<file path="config.mk">
export PLATFORM = sky130hd
export DESIGN_NAME = alu_ops_configure_memory
export DESIGN_NICKNAME = d
export VERILOG_FILES = /design/src/logic/alu_cfg_pkg.sv /design/src/logic/alu_ops_configure_memory.sv /design/src/logic/alu_config_assembler.sv /design/src/logic/sync_fifo.sv /design/src/logic/setup_response_filter.sv
export SDC_FILE = /design/constraint.sdc
export NUM_CORES = 2
export LEC_CHECK = 0
export BUFFER_PORTS_ARGS = -buffer_cell sky130_fd_sc_hd__buf_4
export CAP_MARGIN = 0
export CORE_UTILIZATION = 65
export DETAILED_ROUTE_END_ITERATION = 8
export PLACE_DENSITY = 0.82
export SLEW_MARGIN = 20
export SYNTH_ARGS = -nofsm -noshare
export SYNTH_HDL_FRONTEND = slang
export SYNTH_SLANG_ARGS = --single-unit
</file>
<file path="constraint.sdc">
create_clock -name ap_clk -period 13.3 [get_ports ap_clk]
set_clock_uncertainty 0.15 [all_clocks]
set_input_delay 1.33 -clock ap_clk [delete_from_list [all_inputs] [get_ports ap_clk]]
set_output_delay 1.33 -clock ap_clk [all_outputs]
set_load 0.05 [all_outputs]
</file>
<file path="src/logic/alu_cfg_pkg.sv">
// -----------------------------------------------
// Widths, encodings and packed types shared by the
// ALU configuration loader and its testbench.
// Import with alu_cfg_pkg::* inside a module body,
// or use scoped names in port lists.
// -----------------------------------------------

package alu_cfg_pkg;

    // -----------------------------------------------
    // Widths
    // -----------------------------------------------
    localparam int data_w     = 32;
    localparam int offset_w   = 16;
    localparam int num_fields = 4;

    // -----------------------------------------------
    // Encodings
    // -----------------------------------------------

    // Buffer class carried by each memory response
    typedef enum logic [3:0] {
        struct_invalid      = 4'd0,
        struct_cu_setup     = 4'd1,
        struct_engine_setup = 4'd2,
        struct_graph_data   = 4'd3
    } struct_kind_e;

    typedef enum logic [3:0] {
        alu_nop = 4'd0,
        alu_add = 4'd1,
        alu_sub = 4'd2,
        alu_mul = 4'd3,
        alu_acc = 4'd4,
        alu_div = 4'd5,
        alu_gt  = 4'd6,
        alu_lt  = 4'd7,
        alu_eq  = 4'd8,
        alu_ne  = 4'd9
    } alu_op_e;

    // -----------------------------------------------
    // Packets
    // -----------------------------------------------
    typedef struct packed {
        struct_kind_e        kind;
        logic [offset_w-1:0] offset;   // word index, not a byte address
        logic [data_w-1:0]   data;
    } packet_payload_t;

    typedef struct packed {
        logic            valid;
        packet_payload_t payload;
    } memory_packet_t;

    // -----------------------------------------------
    // ALU configuration record
    // -----------------------------------------------

    // Destination of the configured engine
    typedef struct packed {
        logic [3:0] id_cu;
        logic [3:0] id_bundle;
        logic [3:0] id_lane;
        logic [3:0] id_buffer;
        logic [3:0] id_engine;
        logic [3:0] id_module;
    } route_to_t;

    typedef struct packed {
        alu_op_e                            alu_operation;
        logic [num_fields-1:0]              alu_mask;
        logic [num_fields-1:0]              const_mask;
        logic [data_w-1:0]                  const_value;
        logic [num_fields*num_fields-1:0]   ops_mask;
        route_to_t                          to;
    } alu_config_payload_t;

    typedef struct packed {
        logic                valid;
        alu_config_payload_t payload;
    } alu_config_t;

    // FIFO flags, valid marks dout one cycle after a pop
    typedef struct packed {
        logic full;
        logic empty;
        logic prog_full;
        logic valid;
    } fifo_status_t;

endpackage
</file>
<file path="src/logic/alu_ops_configure_memory.sv">
`timescale 1ns/1ns
// -----------------------------------------------
// ALU operation configuration loader for a single
// engine. Filters setup responses into an input
// queue, assembles configuration records and holds
// them in an output queue popped by config_rd_en.
// -----------------------------------------------

module alu_ops_configure_memory #(
    parameter int seq_min     = 0,
    parameter int seq_width   = 16,   // at least 6 so every field has a word
    parameter int fifo_depth  = 16,
    parameter int prog_thresh = 8
) (
    input  logic                        ap_clk,
    input  logic                        areset_alu_ops_generator,
    input  alu_cfg_pkg::memory_packet_t response_in,
    input  logic                        response_rd_en,
    input  logic                        config_rd_en,
    output alu_cfg_pkg::alu_config_t    config_out,
    output alu_cfg_pkg::fifo_status_t   response_fifo_status,
    output alu_cfg_pkg::fifo_status_t   config_fifo_status
);

    import alu_cfg_pkg::*;

    logic                filter_push;
    packet_payload_t     filter_payload;
    packet_payload_t     response_dout;
    logic                response_pop_en;
    logic                stall;
    logic                assembler_push;
    alu_config_payload_t assembler_payload;
    alu_config_payload_t config_dout;
    logic                config_valid_q;
    alu_config_payload_t config_payload_q;

    setup_response_filter #(
        .seq_min   (seq_min),
        .seq_width (seq_width)
    ) inst_filter (
        .ap_clk                   (ap_clk),
        .areset_alu_ops_generator (areset_alu_ops_generator),
        .response_in              (response_in),
        .push                     (filter_push),
        .push_payload             (filter_payload)
    );

    // -----------------------------------------------
    // Input queue, held while a record completes
    // -----------------------------------------------
    assign response_pop_en = response_rd_en && !stall;

    sync_fifo #(
        .width       ($bits(packet_payload_t)),
        .depth       (fifo_depth),
        .prog_thresh (prog_thresh)
    ) inst_response_fifo (
        .ap_clk                   (ap_clk),
        .areset_alu_ops_generator (areset_alu_ops_generator),
        .push                     (filter_push),
        .din                      (filter_payload),
        .rd_en                    (response_pop_en),
        .dout                     (response_dout),
        .status                   (response_fifo_status)
    );

    alu_config_assembler #(
        .seq_min   (seq_min),
        .seq_width (seq_width)
    ) inst_assembler (
        .ap_clk                   (ap_clk),
        .areset_alu_ops_generator (areset_alu_ops_generator),
        .word_in                  (response_dout),
        .word_valid               (response_fifo_status.valid),
        .out_prog_full            (config_fifo_status.prog_full),
        .stall                    (stall),
        .push                     (assembler_push),
        .push_payload             (assembler_payload)
    );

    // -----------------------------------------------
    // Output queue
    // -----------------------------------------------
    sync_fifo #(
        .width       ($bits(alu_config_payload_t)),
        .depth       (fifo_depth),
        .prog_thresh (prog_thresh)
    ) inst_config_fifo (
        .ap_clk                   (ap_clk),
        .areset_alu_ops_generator (areset_alu_ops_generator),
        .push                     (assembler_push),
        .din                      (assembler_payload),
        .rd_en                    (config_rd_en),
        .dout                     (config_dout),
        .status                   (config_fifo_status)
    );

    // Output register, two cycles after config_rd_en
    always_ff @(posedge ap_clk) begin
        if (areset_alu_ops_generator) begin
            config_valid_q <= 1'b0;
        end else begin
            config_valid_q <= config_fifo_status.valid;
        end
    end

    always_ff @(posedge ap_clk) begin
        config_payload_q <= config_dout;
    end

    assign config_out = '{valid: config_valid_q, payload: config_payload_q};

endmodule

</file>
<file path="src/logic/alu_config_assembler.sv">
`timescale 1ns/1ns
// -----------------------------------------------
// Builds one ALU configuration record from each run
// of seq_width setup words starting at seq_min.
// The record is pushed three cycles after the last
// word of the run is presented on word_in.
// -----------------------------------------------

module alu_config_assembler #(
    parameter int seq_min   = 0,
    parameter int seq_width = 16
) (
    input  logic                             ap_clk,
    input  logic                             areset_alu_ops_generator,
    input  alu_cfg_pkg::packet_payload_t     word_in,
    input  logic                             word_valid,
    input  logic                             out_prog_full,
    output logic                             stall,
    output logic                             push,
    output alu_cfg_pkg::alu_config_payload_t push_payload
);

    import alu_cfg_pkg::*;

    // One-hot positions of the decoded words
    localparam logic [seq_width-1:0] pos_0 = seq_width'(32'd1 << 0);
    localparam logic [seq_width-1:0] pos_1 = seq_width'(32'd1 << 1);
    localparam logic [seq_width-1:0] pos_2 = seq_width'(32'd1 << 2);
    localparam logic [seq_width-1:0] pos_3 = seq_width'(32'd1 << 3);
    localparam logic [seq_width-1:0] pos_4 = seq_width'(32'd1 << 4);
    localparam logic [seq_width-1:0] pos_5 = seq_width'(32'd1 << 5);

    logic [seq_width-1:0] seq;
    logic                 restart;
    logic                 word_valid_q;
    packet_payload_t      word_q;
    logic                 done_q;
    alu_config_payload_t  fields;

    assign restart = (word_in.offset == offset_w'(seq_min));

    // -----------------------------------------------
    // Sequence tracking
    // -----------------------------------------------
    always_ff @(posedge ap_clk) begin
        if (areset_alu_ops_generator) begin
            seq          <= '0;
            word_valid_q <= 1'b0;
            done_q       <= 1'b0;
            push         <= 1'b0;
        end else begin
            word_valid_q <= word_valid;
            // Single pulse per completed run
            done_q <= seq[seq_width-1] && !done_q;
            push   <= done_q;
            if (word_valid) begin
                if (restart) begin
                    seq <= pos_0;
                end else begin
                    seq <= seq << 1;
                end
            end else if (done_q) begin
                seq <= '0;
            end
        end
    end

    always_ff @(posedge ap_clk) begin
        word_q <= word_in;
    end

    // -----------------------------------------------
    // Field decode
    // -----------------------------------------------

    // Untouched fields keep the value of the previous record
    always_ff @(posedge ap_clk) begin
        if (areset_alu_ops_generator) begin
            fields <= '0;
        end else if (word_valid_q) begin
            case (seq)
                pos_0: begin
                    fields.alu_operation <= alu_op_e'(word_q.data[3:0]);
                end
                pos_1: begin
                    fields.alu_mask     <= word_q.data[num_fields-1:0];
                    fields.to.id_module <= word_q.data[7:4];
                    fields.to.id_engine <= word_q.data[11:8];
                end
                pos_2: begin
                    fields.const_mask <= word_q.data[num_fields-1:0];
                end
                pos_3: begin
                    fields.const_value <= word_q.data;
                end
                pos_4: begin
                    fields.ops_mask <= word_q.data[num_fields*num_fields-1:0];
                end
                pos_5: begin
                    fields.to.id_cu     <= word_q.data[3:0];
                    fields.to.id_bundle <= word_q.data[7:4];
                    fields.to.id_lane   <= word_q.data[11:8];
                    fields.to.id_buffer <= word_q.data[15:12];
                end
                // Words 6 and above carry nothing here
                default: ;
            endcase
        end
    end

    // -----------------------------------------------
    // Output
    // -----------------------------------------------

    // Snapshot before a restarted run can overwrite word 0
    always_ff @(posedge ap_clk) begin
        if (done_q) begin
            push_payload <= fields;
        end
    end

    assign stall = done_q || out_prog_full;

endmodule

</file>
<file path="src/logic/sync_fifo.sv">
`timescale 1ns/1ns
// -----------------------------------------------
// Synchronous FIFO with registered read data.
// A pop (rd_en while not empty) presents dout and
// status.valid on the next cycle. Pushes into a
// full FIFO are dropped.
// -----------------------------------------------

module sync_fifo #(
    parameter int width       = 52,
    parameter int depth       = 16,
    parameter int prog_thresh = 8
) (
    input  logic                      ap_clk,
    input  logic                      areset_alu_ops_generator,
    input  logic                      push,
    input  logic [width-1:0]          din,
    input  logic                      rd_en,
    output logic [width-1:0]          dout,
    output alu_cfg_pkg::fifo_status_t status
);

    localparam int addr_w = (depth > 1) ? $clog2(depth) : 1;

    logic [width-1:0]  mem [depth];
    logic [addr_w-1:0] wr_ptr;
    logic [addr_w-1:0] rd_ptr;
    logic [addr_w:0]   count;
    logic              is_full;
    logic              is_empty;
    logic              is_prog_full;
    logic              wr_ok;
    logic              rd_ok;
    logic              valid_q;

    // Wrap at depth so non power of two sizes work
    function automatic logic [addr_w-1:0] next_ptr(input logic [addr_w-1:0] ptr);
        logic [addr_w-1:0] nxt;
        if (ptr == addr_w'(depth - 1)) begin
            nxt = '0;
        end else begin
            nxt = ptr + 1'b1;
        end
        return nxt;
    endfunction

    assign is_full      = (count == (addr_w + 1)'(depth));
    assign is_empty     = (count == '0);
    assign is_prog_full = (count >= (addr_w + 1)'(prog_thresh));
    assign wr_ok        = push && !is_full;
    assign rd_ok        = rd_en && !is_empty;

    // -----------------------------------------------
    // Pointers and occupancy
    // -----------------------------------------------
    always_ff @(posedge ap_clk) begin
        if (areset_alu_ops_generator) begin
            wr_ptr  <= '0;
            rd_ptr  <= '0;
            count   <= '0;
            valid_q <= 1'b0;
        end else begin
            valid_q <= rd_ok;
            if (wr_ok) begin
                wr_ptr <= next_ptr(wr_ptr);
            end
            if (rd_ok) begin
                rd_ptr <= next_ptr(rd_ptr);
            end
            case ({wr_ok, rd_ok})
                2'b10:   count <= count + 1'b1;
                2'b01:   count <= count - 1'b1;
                default: count <= count;
            endcase
        end
    end

    // Storage and read register
    always_ff @(posedge ap_clk) begin
        if (wr_ok) begin
            mem[wr_ptr] <= din;
        end
        if (rd_ok) begin
            dout <= mem[rd_ptr];
        end
    end

    assign status = '{full: is_full, empty: is_empty, prog_full: is_prog_full, valid: valid_q};

endmodule

</file>
<file path="src/logic/setup_response_filter.sv">
`timescale 1ns/1ns
// -----------------------------------------------
// Input stage of the ALU configuration loader.
// Registers each memory response and pushes it to
// the input queue one cycle later when it is a
// setup packet inside this engine's word window.
// -----------------------------------------------

module setup_response_filter #(
    parameter int seq_min   = 0,
    parameter int seq_width = 16
) (
    input  logic                         ap_clk,
    input  logic                         areset_alu_ops_generator,
    input  alu_cfg_pkg::memory_packet_t  response_in,
    output logic                         push,
    output alu_cfg_pkg::packet_payload_t push_payload
);

    import alu_cfg_pkg::*;

    logic                in_valid_q;
    packet_payload_t     in_payload_q;
    logic                kind_ok;
    logic [offset_w-1:0] window_pos;
    logic                in_window;

    // -----------------------------------------------
    // Input register
    // -----------------------------------------------
    always_ff @(posedge ap_clk) begin
        if (areset_alu_ops_generator) begin
            in_valid_q <= 1'b0;
        end else begin
            in_valid_q <= response_in.valid;
        end
    end

    always_ff @(posedge ap_clk) begin
        in_payload_q <= response_in.payload;
    end

    // -----------------------------------------------
    // Filter
    // -----------------------------------------------

    // Only CU and engine setup packets carry configuration
    assign kind_ok = (in_payload_q.kind == struct_cu_setup) ||
                     (in_payload_q.kind == struct_engine_setup);

    // Offsets below seq_min wrap to large values and fall outside
    assign window_pos = in_payload_q.offset - offset_w'(seq_min);
    assign in_window  = (window_pos < offset_w'(seq_width));

    assign push         = in_valid_q && kind_ok && in_window;
    assign push_payload = in_payload_q;

endmodule

</file>
# [Word-level counts from Yosys, hierarchy flattened]
# Memory sizes are Yosys's and may differ from the RTL's. A register that Yosys moved wholly into a read port is not among the register bits.
# Index checks and enable logic that the tools add are counted.
[totals] in_bits=57 output_inout_bits=93 regBits=385 word_cells=123 ramBits=2176 mem_count=2
[classes] addsub=8 n_eq_ne=18 order_cmp=3 n_reduce_logical=28 mux=13
[memory_table] memory="inst_config_fifo.mem" depth=16 word_bits=84 read_ports=1 rd_ports_with_merged_regs=1 wr=1 line="sync_fifo.sv:25" rtl="logic [width-1:0] mem [depth];"
[memory_table] memory="inst_response_fifo.mem" depth=16 word_bits=52 read_ports=1 rd_ports_with_merged_regs=1 wr=1 line="sync_fifo.sv:25"
[op_table] operator="$mux W16" count=3
[op_table] operator="$pmux W5 S2" count=2
[op_table] operator="$add A4 B1 Y4 const B" count=4
[op_table] operator="$eq A16 B1 Y1 const B" count=1
[op_table] operator="$eq A16 B2 Y1 const B" count=1
[op_table] operator="$eq A16 B3 Y1 const B" count=1
[op_table] operator="$eq A16 B4 Y1 const B" count=1
[op_table] operator="$eq A16 B5 Y1 const B" count=1
[op_table] operator="$eq A16 B6 Y1 const B" count=1
[op_table] operator="$eq A4 B4 Y1 const B" count=4
[op_table] operator="$logic_not A16 Y1" count=1
[op_table] operator="$lt A16 B5 Y1 const B" count=1
[op_table] operator="$mux W4" count=4
[op_table] operator="$reduce_and A2 Y1" count=6
[op_table] operator="$add A5 B1 Y5 const B" count=2
[op_table] operator="$eq A5 B5 Y1 const B" count=2
[op_table] operator="$ge A5 B4 Y1 const B" count=2
[op_table] operator="$logic_not A5 Y1" count=2
[op_table] operator="$sub A5 B1 Y5 const B" count=2
[op_table] operator="$logic_and A1 B1 Y1" count=8
[op_table] operator="$logic_not A1 Y1" count=6
[op_table] operator="$reduce_bool A2 Y1" count=3
[op_table] operator="$eq A2 B1 Y1 const B" count=2
[op_table] operator="$eq A2 B2 Y1 const B" count=2
[op_table] operator="4 further kinds" count=8

# [Depth between registers and ports, before layout]
[logic_depth] ltp_word=7 ltp_mapped=12 depth_no_buf=12

# [By module]
# From an unflattened synthesis, not the netlist that was laid out.
[hier_totals] hier_cells=4361 hier_area_um2=97222.0
[modules_own_cells] mod="sync_fifo (inst_config_fifo)" instances=1 area_per_inst_um2=53575.1 cells_each=2245 seq_area_each_um2=43161.4
[modules_own_cells] mod="sync_fifo (inst_response_fifo)" instances=1 area_per_inst_um2=33504.6 cells_each=1434 seq_area_each_um2=26825.7
[modules_own_cells] mod="alu_config_assembler" instances=1 area_per_inst_um2=7279.5 cells_each=532 seq_area_each_um2=5225.0
[modules_own_cells] mod="alu_ops_configure_memory" instances=1 area_per_inst_um2=1736.7 cells_each=88 seq_area_each_um2=1701.6
[modules_own_cells] mod="setup_response_filter" instances=1 area_per_inst_um2=1126.1 cells_each=62 seq_area_each_um2=1061.0

# [Worst setup path after synthesis]
# Ideal clock, no wire load.
[synth_path] path_type="input to register" start="input port config_rd_en" end="register inst_config_fifo.count[4]" t_required_ns=13.080 setup_slack_ns=5.554 setup_time_ns=0.070 path_stages=8 path_buffers=0 arrival_ns=7.525 path_cell_list="a21boi_1 -> ha_1 -> ha_1 -> a21o_1 -> a21oi_1 -> xor2_1 -> or3_1 -> a21oi_1"
[synth_between] elab_chain_cells=3 elab_cells_between_ends=5 classes_between="2 x eq/ne; 1 x mux; 2 x reduce/logical"
[synth_lines] item="start, declared" line="alu_ops_configure_memory.sv:19" rtl="input logic config_rd_en,"
[synth_lines] item="$logic_and A1 B1 Y1 *" line="sync_fifo.sv:51" rtl="assign rd_ok = rd_en && !is_empty;"
[synth_lines] item="$eq A2 B1 Y1 / $eq A2 B2 Y1 (equally long branches)" line="sync_fifo.sv:70" rtl="case ({wr_ok, rd_ok})"
[synth_lines] item="$pmux W5 S2 / $reduce_bool A2 Y1 (equally long branches)"
[synth_lines] item="end signal, assigned" line="sync_fifo.sv:71" rtl="2'b10: count <= count + 1'b1;"
[synth_lines] item="end signal, assigned" line="sync_fifo.sv:72" rtl="2'b01: count <= count - 1'b1;"
[synth_lines] item="end signal, assigned" line="sync_fifo.sv:73" rtl="default: count <= count;"
[synth_lines] item="end, declared" line="sync_fifo.sv:28" rtl="logic [addr_w:0] count;"
# Every way passes the cells marked *; elsewhere a longest branch is shown, timed or not.
# A chain may end at the register's enable or synchronous reset.

# [Worst setup path after layout]
[layout_path] start="register inst_config_fifo.count[0]" end="memory inst_config_fifo.mem[6][49] in the netlist's numbering, enable pin"
[layout_between] elab_chain_cells=5
[layout_lines] item="$eq A5 B5 Y1" line="sync_fifo.sv:47" rtl="assign is_full = (count == (addr_w + 1)'(depth));"
[layout_lines] item="$logic_not A1 Y1" line="sync_fifo.sv:50" rtl="assign wr_ok = push && !is_full;"
[layout_lines] item="$logic_and A1 B1 Y1" line="sync_fifo.sv:50"
[layout_lines] item="$mux W1" line="sync_fifo.sv:80" rtl="if (wr_ok) begin"
[layout_lines] item="$mux W1 (not written as such)" line="sync_fifo.sv:81" rtl="mem[wr_ptr] <= din;"
[layout_lines] item="end, declared" line="sync_fifo.sv:25"
# No other way between the ends.

==> flow_results.org <==
** Drt
- Wire segments on met2 add up to 111000 um in the final route.
- The pre-antenna-repair detailed-routing pass consisted of 5 iterations.
- Drt wl/cell :: roughly 32 um
- Number of violations reported at the end of detailed-routing iteration 0 :: 5963
- Routed signal wires occupy layers up through met5.
- Post-Route WL :: 218400 um
- Remaining antenna violation count :: 0
- Vias post-DR :: 45850
- Using the TritonRoute via totals, the vias-per-cell ratio works out to roughly 6.8.
- In the detailed route, the total length drawn on met3 is roughly 24000 um.
- Met1 routed wirelength after detailed routing :: roughly 74000 um
- For this run, design rule violations remaining after detail routing come to 0.

** Timing
- Minimum clock period :: around 4.6 ns
- Setup repair after global routing left no endpoint under its margin.
- Slew at the pin closest to its max-slew limit :: 1.210 ns
- Pins over their slew limit :: 0
- In this run the tightest slew margin relative to its limit is 0.1936.
- For this run, the top clock speed supported by timing is 0.2176 GHz.
- Part of the cycle the worst path needs :: 0.3456
- The number of hold violations in the final report came to 0.
- Final setup vio count :: 0
- Summed over all failing endpoints, the final setup total negative slack is 0 ns.

** Pwr
- The share of total power dissipated in sequential elements is 0.561.
- Overall power consumption after layout is estimated at 15.89 mW.
- Of the total power, combinational logic draws 0.002.
- Cell internal pwr :: about 13 mW
- Maximum vdd ir drop :: 0.0001463 V
- Power density over cell area :: 148.5 mW/mm^2
- Switching Power :: 3.063 mW
- P_leak :: 32.91 nW
- Proportion of total power due to net switching :: 0.1928
- Clock network fraction of total power :: 0.437

** Synthesis
- Number of warnings reported in the yosys synthesis log :: 0
- Number of enable-type register cells in the synthesized netlist :: 2328
- Post-Synthesis Mean Instance Area :: 21.67 sq um
- Synth Net Count :: 4487
- Main flop type after synthesis :: sky130_fd_sc_hd__edfxtp_1
- Fraction of registers with async set or reset after synthesis :: 0
- Synth Register Bits :: 2629
- Distinct cell type count after synthesis :: 51
- Counting every instance in the synthesized netlist gives 4410.
- Fraction of the yosys area taken by sequential cells :: 0.7945
- The synthesized netlist occupies a cell area of ~0.096 sq mm.

** GRT
- Wire length of the first global-routing pass :: 317700 um
- GRT Total Usage :: 0.3000
- The initial antenna violation count was 9.
- After global routing the overflow that remains totals 0.
- Entering global routing, the biggest net connects 204 pins.
- Number of global-route vias before repair :: 47560

** Placed design
- Total instance count after detailed placement :: 6314
- The HPWL after detailed placement is 100300 um.
- Buffers placed on the I/O ports in this run total about 150.
- Summing all placed instances gives a cell area of a little under 0.1 sq mm.
- At the end of routability-driven placement, the weighted congestion stood at 0.7522.

** Clock tree
- The number of setup buffers added after CTS is 0.
- Clk sink count :: 2629
- For the worst-skew pair, the clock arrives at the later sink with an insertion delay of 0.86 ns.
- Number of buffers added by the clock tree synthesis step :: 237
- TritonCTS built the clock tree.
- Buffer levels on the longest clock path :: 3
- Post-CTS clock slew at the launch and capture registers of the worst setup and hold paths :: 0.06 ns
- The H-tree was split into 4 levels.
- Cell at the root of the clock tree :: sky130_fd_sc_hd__clkbuf_16
- For this design, the CTS-stage hold fixing added 0 buffers.
- Once the clock tree was built, the resizer swapped 0 gates to a different size.

** Finish
- Combined flip-flop and latch cell area :: 0.07597 sq mm
- Nets@finish :: 4714
- In the final layout, the share of cells above drive strength 1 is 0.2477.
- Leaving out fill and tap cells, the most frequent cells in the layout are sky130_fd_sc_hd__edfxtp_1, sky130_fd_sc_hd__mux4_2, sky130_fd_sc_hd__dfxtp_1.
- Once layout is done, the placed cells without fillers occupy 0.1070 sq mm.
- Fill cells in the final layout number 7409.
- Leaving out fill and tap cells, the most frequent cell in the layout is sky130_fd_sc_hd__edfxtp_1.
- Excluding fillers, the count of instances in the completed layout stands at between 6000 and 7000.
- Final Core Density :: 0.7342
- Relative to the synthesized area, the layout overhead comes to 11.95%.
- In the final layout, the multi-input gates occupy 0.01871 sq mm.

** Critical path
- On the worst path, the slowest cell contributes a delay of between 0.9 and 1 ns.
- Worst-case register-to-register setup slack :: approximately 8.7 ns
- Of all nets on the critical path, the largest fanout is 37.
- On the critical path the largest part of the delay comes from simple AND/OR/NAND/NOR gates.
- STA classifies the critical path endpoint as a register.
- The largest individual stage delay along the critical path comes from the cell sky130_fd_sc_hd__nor2_4.
- The cell that appears most often on the critical path is sky130_fd_sc_hd__buf_4.
- The number of buffers and inverters on the critical path is 2.
- Sort of element at the start of the critical path :: register
- By startpoint and endpoint, the worst setup path is classified as register to register.
- List of cells traversed by the critical path :: nor3_1 -> a31oi_2 -> nand2_1 -> nor2_4 -> buf_4 -> buf_4
- Arrival time at the worst endpoint :: roughly 5 ns
- Data on the critical path is required at its endpoint by between 10 and 15 ns.

** Floorplanning
- The initial utilization of the core area, before any placement, comes to 0.6558.
- After floorplanning, the core was divided into 140 placement rows.
- # IOs :: 150
- Die width :: between 300 and 400 um
- Die area :: 0.1486 sq mm
- DIE HEIGHT :: 385.5 um
- The total area inside the core boundary comes to 0.1457 sq mm.

** Outcome
- Result of the run :: finished clean

** Flow run
- Number of max-cap violations :: 0

** Hold path
- Tightest Hold Check Type :: register to register
## power groups by stage
stage | combinational, mW | sequential, mW | clock (mW)
6_report | 0.0260 | 8.92 | 6.94
5_1_grt | 0.0269 | 8.92 | 7.30
4_1_cts | 0.0259 | 8.92 | 7.00
3_5_place_dp | 0.0252 | 9.10 | 0
3_3_place_gp | 0.0250 | 9.10 | 0
2_1_floorplan | 0.00625 | 9.09 | 0
## flip-flops by register name (all words and copies together), names as in the netlist
register,cells
inst_config_fifo.mem,1344
inst_response_fifo.mem,768
config_out,84
inst_assembler.fields,84
inst_assembler.push_payload,84
inst_config_fifo.dout,84
inst_filter.push_payload,52
inst_response_fifo.dout,48
inst_assembler.word_q,32
inst_assembler.seq,16
inst_config_fifo.count,5
inst_response_fifo.count,5
inst_config_fifo.rd_ptr,4
inst_config_fifo.wr_ptr,4
inst_response_fifo.rd_ptr,4
inst_response_fifo.wr_ptr,4
config_valid_q,1
inst_assembler.done_q,1
inst_assembler.push,1
inst_assembler.word_valid_q,1
inst_config_fifo.valid_q,1
inst_filter.in_valid_q,1
inst_response_fifo.valid_q,1
## metrics by stage
step / hold WS (ns) / worst slack (ns)
after floorplan: 0.1733 / 5.554
after global placement: 0.1734 / 8.602
after detailed placement: 0.1769 / 8.644
after CTS: 0.1608 / 8.686
after global routing: 0.1745 / 8.554
final: 0.1596 / 8.704
## routing by layer
layer,GRT usage,vias up
met1,0.3894,23450
met5,0,-
met2,0.5012,3313
met4,0.1288,10
li1,-,18470
met3,0.05846,608
## synthesized netlist by cell type (all sizes together), types with 2 or more instances
master | number | area (sq um)
a41oi | 2 | 17.52
a22o | 15 | 131.4
and2 | 2 | 12.51
and3 | 2 | 12.51
nor2b | 140 | 875.8
dfxtp | 301 | 6026
nor2 | 75 | 281.5
inv | 17 | 63.81
nand2b | 11 | 68.82
a211oi | 132 | 991.0
a311oi | 2 | 17.52
buf | 112 | 628.1
ha | 18 | 225.2
nor3 | 14 | 75.07
nand2 | 146 | 588.1
mux2i | 161 | 1612
xor2 | 8 | 70.07
nor4 | 13 | 177.7
or3 | 3 | 18.77
a21o | 4 | 30.03
fa | 2 | 40.04
a21oi | 209 | 1046
clkbuf | 131 | 491.7
nand3 | 5 | 25.02
nand4 | 2 | 27.53
or4 | 6 | 48.80
mux4 | 528 | 11890
a31oi | 5 | 37.53
xnor2 | 3 | 26.28
edfxtp | 2328 | 69910
o21ai | 4 | 20.02
nor4b | 2 | 32.53
## kinds of logic (layout without fill, tap and decap cells)
group           after synthesis  count (layout)  share of synthesized area
mux                         690             690                     0.1414
buf+inv                     260             702                    0.01238
compound gates              376             376                    0.02424
xor+xnor                     11              11                   0.001008
simple gates                424             424                    0.02373
other cells                   0               1                          0
fa+ha+maj                    20              20                   0.002775
flops                      2629            2629                     0.7945
## final timing paths
path,start,endpoint,depth (start not counted)
worst min-delay path,inst_config_fifo.dout[48],config_out[48],0
worst min register to register,inst_config_fifo.dout[48],config_out[48],0
worst max register to register,inst_config_fifo.count[0],inst_config_fifo.mem[6][49],6
worst max-delay path,inst_config_fifo.count[0],inst_config_fifo.mem[6][49],6
## worst register-to-register path: cells and delay by family, from the launching register on
family	cells	cell delay, ns
AO/OA/AOI/OAI	1	0.71
AND/OR/NAND/NOR	3	1.51
flip-flops	1	0.41
buffers and inverters	2	1.39
## cell type report
| class | instances | area share |
|---|---|---|
| sequential | 2629 | 0.7100 |
| multi-input combinational | 1521 | 0.1749 |
| clock buffer | 354 | 0.06435 |
| tap | 1917 | 0.02242 |
| timing repair buffer | 231 | 0.01710 |
| clock inverter | 100 | 0.01070 |
| inverter | 17 | 0.0005964 |
| antenna | 1 | 0.00002339 |
(Power assumes the default switching activity.)
